$ cat config.mk
export PLATFORM = sky130hd
export DESIGN_NAME = dbg_chain_top
export DESIGN_NICKNAME = d
export VERILOG_FILES = /design/src/dbg_uart_pkg.sv /design/src/dbg_link_pkg.sv /design/src/dbg_chain_top.sv /design/src/dbg_frame_receiver.sv /design/src/dbg_frame_sender.sv /design/src/dbg_node.sv /design/src/dbg_link_rx.sv /design/src/dbg_link_tx.sv
export SDC_FILE = /design/constraint.sdc
export NUM_CORES = 1
export LEC_CHECK = 0
export ABC_AREA = 1
export BUFFER_PORTS_ARGS = -buffer_cell sky130_fd_sc_hd__clkbuf_2
export CAP_MARGIN = 20
export CORE_ASPECT_RATIO = 0.5
export CORE_MARGIN = 4
export CORE_UTILIZATION = 45
export CTS_CLUSTER_DIAMETER = 40
export DETAILED_ROUTE_END_ITERATION = 8
export HOLD_SLACK_MARGIN = 0.02
export PLACE_DENSITY_LB_ADDON = 0.15
export SYNTH_ARGS = -nofsm -noshare
export SYNTH_HDL_FRONTEND = slang
export SYNTH_SLANG_ARGS = --single-unit
$ cat constraint.sdc
create_clock -name clk -period 4.98 [get_ports clk]
set_input_delay 1.494 -clock clk [delete_from_list [all_inputs] [get_ports clk]]
set_output_delay 1.494 -clock clk [all_outputs]
set_load 0.02 [all_outputs]
$ cat src/dbg_uart_pkg.sv
package dbg_uart_pkg;

    localparam int CLKS_PER_BIT = 16;
    localparam int HALF_BIT = CLKS_PER_BIT / 2;
    localparam int UART_CNT_BITS = $clog2(CLKS_PER_BIT);

    typedef enum logic [1:0] {
        IDLE,
        START,
        DATA,
        STOP
    } uart_state_e;

endpackage

$ cat src/dbg_link_pkg.sv
package dbg_link_pkg;

    // ====================
    // frame layout
    // ====================

    localparam int FRAME_BITS = 48;
    localparam int DATA_BITS = 32;
    localparam int ADDR_BITS = 8;
    localparam int OP_BITS = 8;

    // frame is carried over the uart as whole bytes.
    localparam int FRAME_BYTES = FRAME_BITS / 8;
    localparam int BYTE_CNT_BITS = $clog2(FRAME_BYTES);
    localparam int FRAME_CNT_BITS = $clog2(FRAME_BITS);

    // ====================
    // chain
    // ====================

    localparam int NODE_COUNT = 4;
    localparam logic [DATA_BITS-1:0] IDENT_BASE = 32'h11223300;

    // half a link bit, in clock cycles.
    localparam int LINK_PRESCALE = 4;
    localparam int LINK_CNT_BITS = $clog2(2 * LINK_PRESCALE);

    typedef enum logic [OP_BITS-1:0] {
        OP_WRITE = 8'h01,
        OP_READ  = 8'h02,
        OP_IDENT = 8'h03
    } dbg_op_e;

endpackage
$ cat src/dbg_chain_top.sv
`timescale 1ns/1ns

module dbg_chain_top (
    input  logic       clk,
    input  logic       rst_n,
    input  logic       uart_rx,
    output logic       uart_tx,
    output logic [3:0] led
);
    import dbg_link_pkg::*;

    // link i feeds node i; link NODE_COUNT feeds the receiver.
    logic [NODE_COUNT:0]  link_data;
    logic [NODE_COUNT:0]  link_strobe;
    logic [NODE_COUNT:0]  link_frame;
    logic [DATA_BITS-1:0] debug_reg [NODE_COUNT];

    dbg_frame_sender u_sender (
        .clk        (clk),
        .rst_n      (rst_n),
        .uart_rx    (uart_rx),
        .link_data  (link_data[0]),
        .link_strobe(link_strobe[0]),
        .link_frame (link_frame[0])
    );

    for (genvar i = 0; i < NODE_COUNT; i++) begin : g_node
        dbg_node #(
            .NODE_INDEX(i)
        ) u_node (
            .clk      (clk),
            .rst_n    (rst_n),
            .rx_data  (link_data[i]),
            .rx_strobe(link_strobe[i]),
            .rx_frame (link_frame[i]),
            .tx_data  (link_data[i+1]),
            .tx_strobe(link_strobe[i+1]),
            .tx_frame (link_frame[i+1]),
            .debug_reg(debug_reg[i])
        );
    end

    dbg_frame_receiver u_receiver (
        .clk        (clk),
        .rst_n      (rst_n),
        .link_data  (link_data[NODE_COUNT]),
        .link_strobe(link_strobe[NODE_COUNT]),
        .link_frame (link_frame[NODE_COUNT]),
        .uart_tx    (uart_tx)
    );

    // leds are active low.
    assign led = ~debug_reg[0][3:0];

endmodule

$ cat src/dbg_frame_receiver.sv
`timescale 1ns/1ns

module dbg_frame_receiver (
    input  logic clk,
    input  logic rst_n,
    input  logic link_data,
    input  logic link_strobe,
    input  logic link_frame,
    output logic uart_tx
);
    import dbg_link_pkg::*;
    import dbg_uart_pkg::*;

    logic [FRAME_BITS-1:0]    frame;
    logic                     frame_valid;
    logic [FRAME_BITS-1:0]    out_q;
    logic [7:0]               tx_byte;
    uart_state_e              state;
    logic [UART_CNT_BITS-1:0] clk_cnt;
    logic [2:0]               bit_idx;
    logic [BYTE_CNT_BITS-1:0] byte_cnt;
    logic                     sending;
    logic                     bit_end;

    dbg_link_rx u_rx (
        .clk        (clk),
        .rst_n      (rst_n),
        .link_data  (link_data),
        .link_strobe(link_strobe),
        .link_frame (link_frame),
        .frame      (frame),
        .frame_valid(frame_valid)
    );

    assign tx_byte = out_q[FRAME_BITS-1 -: 8];
    assign bit_end = (clk_cnt == UART_CNT_BITS'(CLKS_PER_BIT - 1));

    // ====================
    // uart transmitter
    // ====================

    always_ff @(posedge clk) begin
        if (!rst_n) begin
            state <= IDLE;
            uart_tx <= 1'b1;
            clk_cnt <= '0;
            bit_idx <= '0;
            byte_cnt <= '0;
            sending <= 1'b0;
        end else begin
            clk_cnt <= bit_end ? '0 : clk_cnt + 1'b1;
            case (state)
                IDLE: begin
                    clk_cnt <= '0;
                    if (sending) begin
                        state <= START;
                        uart_tx <= 1'b0;
                    end
                end
                START: begin
                    if (bit_end) begin
                        state <= DATA;
                        bit_idx <= '0;
                        uart_tx <= tx_byte[0];
                    end
                end
                DATA: begin
                    if (bit_end) begin
                        if (bit_idx == 3'd7) begin
                            state <= STOP;
                            uart_tx <= 1'b1;
                        end else begin
                            bit_idx <= bit_idx + 1'b1;
                            uart_tx <= tx_byte[bit_idx + 3'd1];
                        end
                    end
                end
                STOP: begin
                    if (bit_end) begin
                        state <= IDLE;
                        if (byte_cnt == BYTE_CNT_BITS'(FRAME_BYTES - 1)) begin
                            byte_cnt <= '0;
                            sending <= 1'b0;
                        end else begin
                            byte_cnt <= byte_cnt + 1'b1;
                        end
                    end
                end
                default: state <= IDLE;
            endcase
            if (frame_valid) begin
                sending <= 1'b1;
            end
        end
    end

    // bytes leave msb first.
    always_ff @(posedge clk) begin
        if (frame_valid) begin
            out_q <= frame;
        end else if (state == STOP && bit_end) begin
            out_q <= {out_q[FRAME_BITS-9:0], 8'h00};
        end
    end

    // the host waits for each response before it sends the next request.
    a_no_frame_while_sending: assert property (@(posedge clk) disable iff (!rst_n)
        frame_valid |-> !sending);

endmodule

$ cat src/dbg_frame_sender.sv
`timescale 1ns/1ns

module dbg_frame_sender (
    input  logic clk,
    input  logic rst_n,
    input  logic uart_rx,
    output logic link_data,
    output logic link_strobe,
    output logic link_frame
);
    import dbg_link_pkg::*;
    import dbg_uart_pkg::*;

    logic [1:0]               rx_sync;
    logic                     rx_s;
    uart_state_e              state;
    logic [UART_CNT_BITS-1:0] clk_cnt;
    logic [2:0]               bit_idx;
    logic [BYTE_CNT_BITS-1:0] byte_cnt;
    logic [7:0]               byte_q;
    logic [FRAME_BITS-1:0]    frame_q;
    logic                     load;

    // two-flop synchroniser.
    always_ff @(posedge clk) begin
        if (!rst_n) begin
            rx_sync <= 2'b11;
        end else begin
            rx_sync <= {rx_sync[0], uart_rx};
        end
    end

    assign rx_s = rx_sync[1];

    always_ff @(posedge clk) begin
        if (!rst_n) begin
            state <= IDLE;
            clk_cnt <= '0;
            bit_idx <= '0;
            byte_cnt <= '0;
            load <= 1'b0;
        end else begin
            load <= 1'b0;
            case (state)
                IDLE: begin
                    clk_cnt <= '0;
                    if (!rx_s) begin
                        state <= START;
                    end
                end
                START: begin
                    if (clk_cnt == UART_CNT_BITS'(HALF_BIT - 1)) begin
                        clk_cnt <= '0;
                        bit_idx <= '0;
                        // glitch on the line, not a start bit.
                        state <= rx_s ? IDLE : DATA;
                    end else begin
                        clk_cnt <= clk_cnt + 1'b1;
                    end
                end
                DATA: begin
                    if (clk_cnt == UART_CNT_BITS'(CLKS_PER_BIT - 1)) begin
                        clk_cnt <= '0;
                        bit_idx <= bit_idx + 1'b1;
                        if (bit_idx == 3'd7) begin
                            state <= STOP;
                        end
                    end else begin
                        clk_cnt <= clk_cnt + 1'b1;
                    end
                end
                STOP: begin
                    if (clk_cnt == UART_CNT_BITS'(CLKS_PER_BIT - 1)) begin
                        state <= IDLE;
                        if (rx_s) begin
                            if (byte_cnt == BYTE_CNT_BITS'(FRAME_BYTES - 1)) begin
                                byte_cnt <= '0;
                                load <= 1'b1;
                            end else begin
                                byte_cnt <= byte_cnt + 1'b1;
                            end
                        end
                    end else begin
                        clk_cnt <= clk_cnt + 1'b1;
                    end
                end
                default: state <= IDLE;
            endcase
        end
    end

    // lsb first on the line, first byte ends up on top of the frame.
    always_ff @(posedge clk) begin
        if (state == DATA && clk_cnt == UART_CNT_BITS'(CLKS_PER_BIT - 1)) begin
            byte_q <= {rx_s, byte_q[7:1]};
        end
        if (state == STOP && clk_cnt == UART_CNT_BITS'(CLKS_PER_BIT - 1) && rx_s) begin
            frame_q <= {frame_q[FRAME_BITS-9:0], byte_q};
        end
    end

    dbg_link_tx u_tx (
        .clk        (clk),
        .rst_n      (rst_n),
        .load       (load),
        .frame      (frame_q),
        .busy       (),
        .link_data  (link_data),
        .link_strobe(link_strobe),
        .link_frame (link_frame)
    );

endmodule

$ cat src/dbg_node.sv
`timescale 1ns/1ns

module dbg_node #(
    parameter int NODE_INDEX = 0
) (
    input  logic                               clk,
    input  logic                               rst_n,
    input  logic                               rx_data,
    input  logic                               rx_strobe,
    input  logic                               rx_frame,
    output logic                               tx_data,
    output logic                               tx_strobe,
    output logic                               tx_frame,
    output logic [dbg_link_pkg::DATA_BITS-1:0] debug_reg
);
    import dbg_link_pkg::*;

    logic [FRAME_BITS-1:0] rx_word;
    logic [FRAME_BITS-1:0] tx_word;
    logic                  rx_valid;
    logic                  tx_load;
    dbg_op_e               op;
    logic [ADDR_BITS-1:0]  addr;
    logic [DATA_BITS-1:0]  data_in;
    logic [DATA_BITS-1:0]  data_out;
    logic                  hit;

    dbg_link_rx u_rx (
        .clk        (clk),
        .rst_n      (rst_n),
        .link_data  (rx_data),
        .link_strobe(rx_strobe),
        .link_frame (rx_frame),
        .frame      (rx_word),
        .frame_valid(rx_valid)
    );

    assign op = dbg_op_e'(rx_word[FRAME_BITS-1 -: OP_BITS]);
    assign addr = rx_word[DATA_BITS +: ADDR_BITS];
    assign data_in = rx_word[DATA_BITS-1:0];
    assign hit = (addr == ADDR_BITS'(NODE_INDEX));

    always_comb begin
        data_out = data_in;
        if (hit) begin
            case (op)
                OP_READ:  data_out = debug_reg;
                OP_IDENT: data_out = IDENT_BASE + DATA_BITS'(NODE_INDEX);
                default:  data_out = data_in;
            endcase
        end
    end

    always_ff @(posedge clk) begin
        if (!rst_n) begin
            debug_reg <= '0;
            tx_load <= 1'b0;
        end else begin
            tx_load <= rx_valid;
            if (rx_valid && hit && op == OP_WRITE) begin
                debug_reg <= data_in;
            end
        end
    end

    // opcode and address travel on untouched.
    always_ff @(posedge clk) begin
        if (rx_valid) begin
            tx_word <= {rx_word[FRAME_BITS-1:DATA_BITS], data_out};
        end
    end

    dbg_link_tx u_tx (
        .clk        (clk),
        .rst_n      (rst_n),
        .load       (tx_load),
        .frame      (tx_word),
        .busy       (),
        .link_data  (tx_data),
        .link_strobe(tx_strobe),
        .link_frame (tx_frame)
    );

endmodule

$ cat src/dbg_link_rx.sv
`timescale 1ns/1ns

module dbg_link_rx (
    input  logic                                clk,
    input  logic                                rst_n,
    input  logic                                link_data,
    input  logic                                link_strobe,
    input  logic                                link_frame,
    output logic [dbg_link_pkg::FRAME_BITS-1:0] frame,
    output logic                                frame_valid
);
    import dbg_link_pkg::*;

    logic                  strobe_q;
    logic                  frame_q;
    logic [FRAME_BITS-1:0] shift_q;

    always_ff @(posedge clk) begin
        if (!rst_n) begin
            strobe_q <= 1'b0;
            frame_q <= 1'b0;
            frame_valid <= 1'b0;
        end else begin
            strobe_q <= link_strobe;
            frame_q <= link_frame;
            // falling edge of the frame line.
            frame_valid <= frame_q & ~link_frame;
        end
    end

    // sample on the strobe rising edge.
    always_ff @(posedge clk) begin
        if (link_frame && link_strobe && !strobe_q) begin
            shift_q <= {shift_q[FRAME_BITS-2:0], link_data};
        end
    end

    assign frame = shift_q;

endmodule

$ cat src/dbg_link_tx.sv
`timescale 1ns/1ns

module dbg_link_tx (
    input  logic                                clk,
    input  logic                                rst_n,
    input  logic                                load,
    input  logic [dbg_link_pkg::FRAME_BITS-1:0] frame,
    output logic                                busy,
    output logic                                link_data,
    output logic                                link_strobe,
    output logic                                link_frame
);
    import dbg_link_pkg::*;

    logic [LINK_CNT_BITS-1:0]  pre_cnt;
    logic [FRAME_CNT_BITS-1:0] bit_cnt;
    logic [FRAME_BITS-1:0]     shift_q;
    logic                      bit_end;

    assign bit_end = (pre_cnt == LINK_CNT_BITS'(2 * LINK_PRESCALE - 1));

    always_ff @(posedge clk) begin
        if (!rst_n) begin
            busy <= 1'b0;
            link_frame <= 1'b0;
            link_strobe <= 1'b0;
            pre_cnt <= '0;
            bit_cnt <= '0;
        end else if (load) begin
            busy <= 1'b1;
            link_frame <= 1'b1;
            link_strobe <= 1'b0;
            pre_cnt <= '0;
            bit_cnt <= '0;
        end else if (busy) begin
            if (bit_end) begin
                pre_cnt <= '0;
                link_strobe <= 1'b0;
                if (bit_cnt == FRAME_CNT_BITS'(FRAME_BITS - 1)) begin
                    busy <= 1'b0;
                    link_frame <= 1'b0;
                end else begin
                    bit_cnt <= bit_cnt + 1'b1;
                end
            end else begin
                pre_cnt <= pre_cnt + 1'b1;
                // strobe covers the second half of the bit.
                if (pre_cnt == LINK_CNT_BITS'(LINK_PRESCALE - 1)) begin
                    link_strobe <= 1'b1;
                end
            end
        end
    end

    always_ff @(posedge clk) begin
        if (load) begin
            shift_q <= frame;
        end else if (busy && bit_end) begin
            shift_q <= {shift_q[FRAME_BITS-2:0], 1'b0};
        end
    end

    assign link_data = shift_q[FRAME_BITS-1];

    // upstream must not hand over a frame before the previous one has left.
    a_no_load_while_busy: assert property (@(posedge clk) disable iff (!rst_n)
        load |-> !busy);

endmodule

==> reports/metrics.cfg <==
[status]
run_status=finished, final reports clean

[placed_design]
place_ws_ns=1.86
place_congestion=0.724
dpl.hpwl_um=34300
portBuffers=7

[route]
first_pass_iters=8
drc=0
antenna_left=0
viasPerCell=4.88
vias=22500
routed_wl_um=66500
wire_per_inst_um=14.4
initialDrtViolationCount=1734

[cells_and_area]
drive_above_1_share_pct=7.54
fill_cells=7365
diodes=0
seqCellArea_mm2=0.0280
multi_input_area_mm2=0.00881
nNetsFinal=3450
final_util_pct=50.9
syn2layout_area_growth_pct=11.5

[setup_path]
criticalPathCategory=register to register
crit_arrival_ns=3.31
critPathMaxFanout=50
endpoint_kind=register
cp.required_ns=5.48
start_kind=register

[sta]
worst_slack_ns=2.18
setup-tns-final_ns=0
setup_viol=0
worst_pin_slew_ns=1.09
slew_viol_final=0
whs_ns=0.409
rsz0062_at_grt=false
fmax_mhz=357
slew-limit-headroom_pct=27.1
post-route-period-util_pct=56.3
hold_viol_final=0
fin_crit_ns=2.80
finClkSkew_ns=0.0181

[synth]
yosysSeqAreaShare_pct=72.7
yosys.area_share.simple_pct=16.6
synthMuxAreaShare_pct=0
synth_fa_ha_area_share_pct=1.01
synthCells=3408
avgSynthCellArea_um2=11.3
synth_xor_xnor_area_share_pct=0.273
synth_seq_cells=1012
synth_top_family_by_area=simple AND/OR/NAND/NOR gates
ys_warn_count=0
synth_compound_area_share_pct=4.81
synth_cell_type_count=36
synth_nets=3442
netlist_area_mm2=0.0385

[cts]
cts_setup_buffers=0
cts_tree=built
cts-hold-fix-buffers=0
path_clk_slew_ns=0.06
clock_tree.root_cell=clkbuf_16
ctsResizeCount=0
insertion_delay_ns=0.67
h-tree-depth=3
numClockSinks=1012
numCtsBuffers=96
clk_path_buf_depth=3

[flow_run]
drv_cap=0

[global_routing]
grt_remaining_overflow=0
grt_max_degree=103
grt_pass1_wl_um=112000
grt_pass1_vias=22000
antenna_found_initial=0
grt_usage_pct=14.8

[pwr]
power.density_mw_per_mm2=388
peakVddDrop_mv=0.237
p_leak_uw=0.0160

[min_path]
hp-class=register to register

[die]
fp.dieW_um=422
die_h_um=215
start_util_pct=45.7
die_area_mm2=0.0907
core-area_mm2=0.0844
rows=75
io_pins=8

[layout by cell type (no fill, tap or decap), types with 15 or more instances in the layout]
master,netlist,routed
clkinv_2,0,15
nor3_1,127,127
buf_4,0,47
a21oi_1,188,188
clkbuf_1,104,24
clkbuf_16,0,101
dfxtp_1,236,227
ha_1,31,31
inv_1,271,270
nand3_1,49,49
nand2_1,1122,1117
nor3_2,16,16
o21ai_0,144,143
nor2_1,231,225
edfxtp_1,776,776
[cell families (layout without fill, tap and decap cells)]
group / after synthesis / after routing
compound gates: 361 / 361
xor+xnor: 12 / 12
fa+ha+maj: 31 / 31
buf+inv: 418 / 510
flops: 1012 / 1012
simple gates: 1574 / 1574
[through the flow]
stage               cell area (um2)  cells  total power [uW]
finish                        43000   4616             16700
global route                  43000   4616             17300
CTS                           42900   4614             16900
detailed placement            39700   4432              9350
global placement              39700   4432              9340
floorplan                     38500   3408              9300
[power by group]
part / leakage, uW / internal, uW / switching (uW) / total [uW]
logic: 0.00585 / 51.7 / 124 / 176
registers: 0.00852 / 8970 / 14.9 / 8990
clock network: 0.00160 / 4310 / 3180 / 7490
total: 0.0160 / 13300 / 3320 / 16700
[synth_stat cells, drive strengths merged]
| cell type | count | area share [%] |
|---|---|---|
| nor3b | 1 | 0.019 |
| clkbuf | 105 | 1.0 |
| o21a | 1 | 0.019 |
| inv | 271 | 2.6 |
| or2 | 6 | 0.12 |
| a311oi | 4 | 0.091 |
| o221ai | 1 | 0.023 |
| ha | 31 | 1.0 |
| xor2 | 6 | 0.14 |
| nand3b | 6 | 0.12 |
| o21ai | 156 | 2.0 |
| a22oi | 2 | 0.039 |
| clkinv | 1 | 0.0097 |
| dfxtp | 236 | 12 |
| nor2 | 235 | 2.4 |
| nand3 | 49 | 0.64 |
| a21oi | 188 | 2.4 |
| xnor2 | 6 | 0.14 |
| o211ai | 6 | 0.12 |
| and3 | 1 | 0.016 |
| edfxtp | 776 | 60 |
| nand2 | 1126 | 11 |
| nor3 | 147 | 2.2 |
| o22ai | 2 | 0.032 |
| buf | 41 | 0.90 |
| o21bai | 1 | 0.019 |
| nand4 | 3 | 0.049 |
[worst paths after layout]
kind	from	to	slack (ns)	depth (start not counted)
max	g_node[0].u_node.u_rx.frame_valid$_SDFF_PN0_	g_node[0].u_node.debug_reg[22]$_SDFFE_PN0P_	2.18	7
min	u_receiver.u_rx.frame_q$_SDFF_PN0_	u_receiver.u_rx.frame_valid$_SDFF_PN0_	0.41	2
max reg2reg	g_node[0].u_node.u_rx.frame_valid$_SDFF_PN0_	g_node[0].u_node.debug_reg[22]$_SDFFE_PN0P_	2.18	7
min reg2reg	u_receiver.u_rx.frame_q$_SDFF_PN0_	u_receiver.u_rx.frame_valid$_SDFF_PN0_	0.41	2
[worst max-delay path, cell delays in order, from the launching register on]
cell and delay, ns:
dfxtp_2 0.31, buf_4 0.55, nand3_1 0.22, nor3_4 0.52, buf_4 0.40, nand2_4 0.30
nor2_1 0.17, nor3_1 0.07
[routing by layer]
metal  wire length (um)  track usage, %
met1              32700            20.7
met2              29800            23.6
met3               2580            3.38
met4               1360            3.74
met5                  0               0
[cell type report]
type / count / area share [%]
clock inverter: 48 / 1.26
tap: 1116 / 3.25
inverter: 272 / 2.39
clock buffer: 134 / 6.38
multi-input combinational: 1978 / 20.5
timing repair buffer: 56 / 0.984
sequential: 1012 / 65.2
No activity file was read; power rests on OpenSTA's default activity.
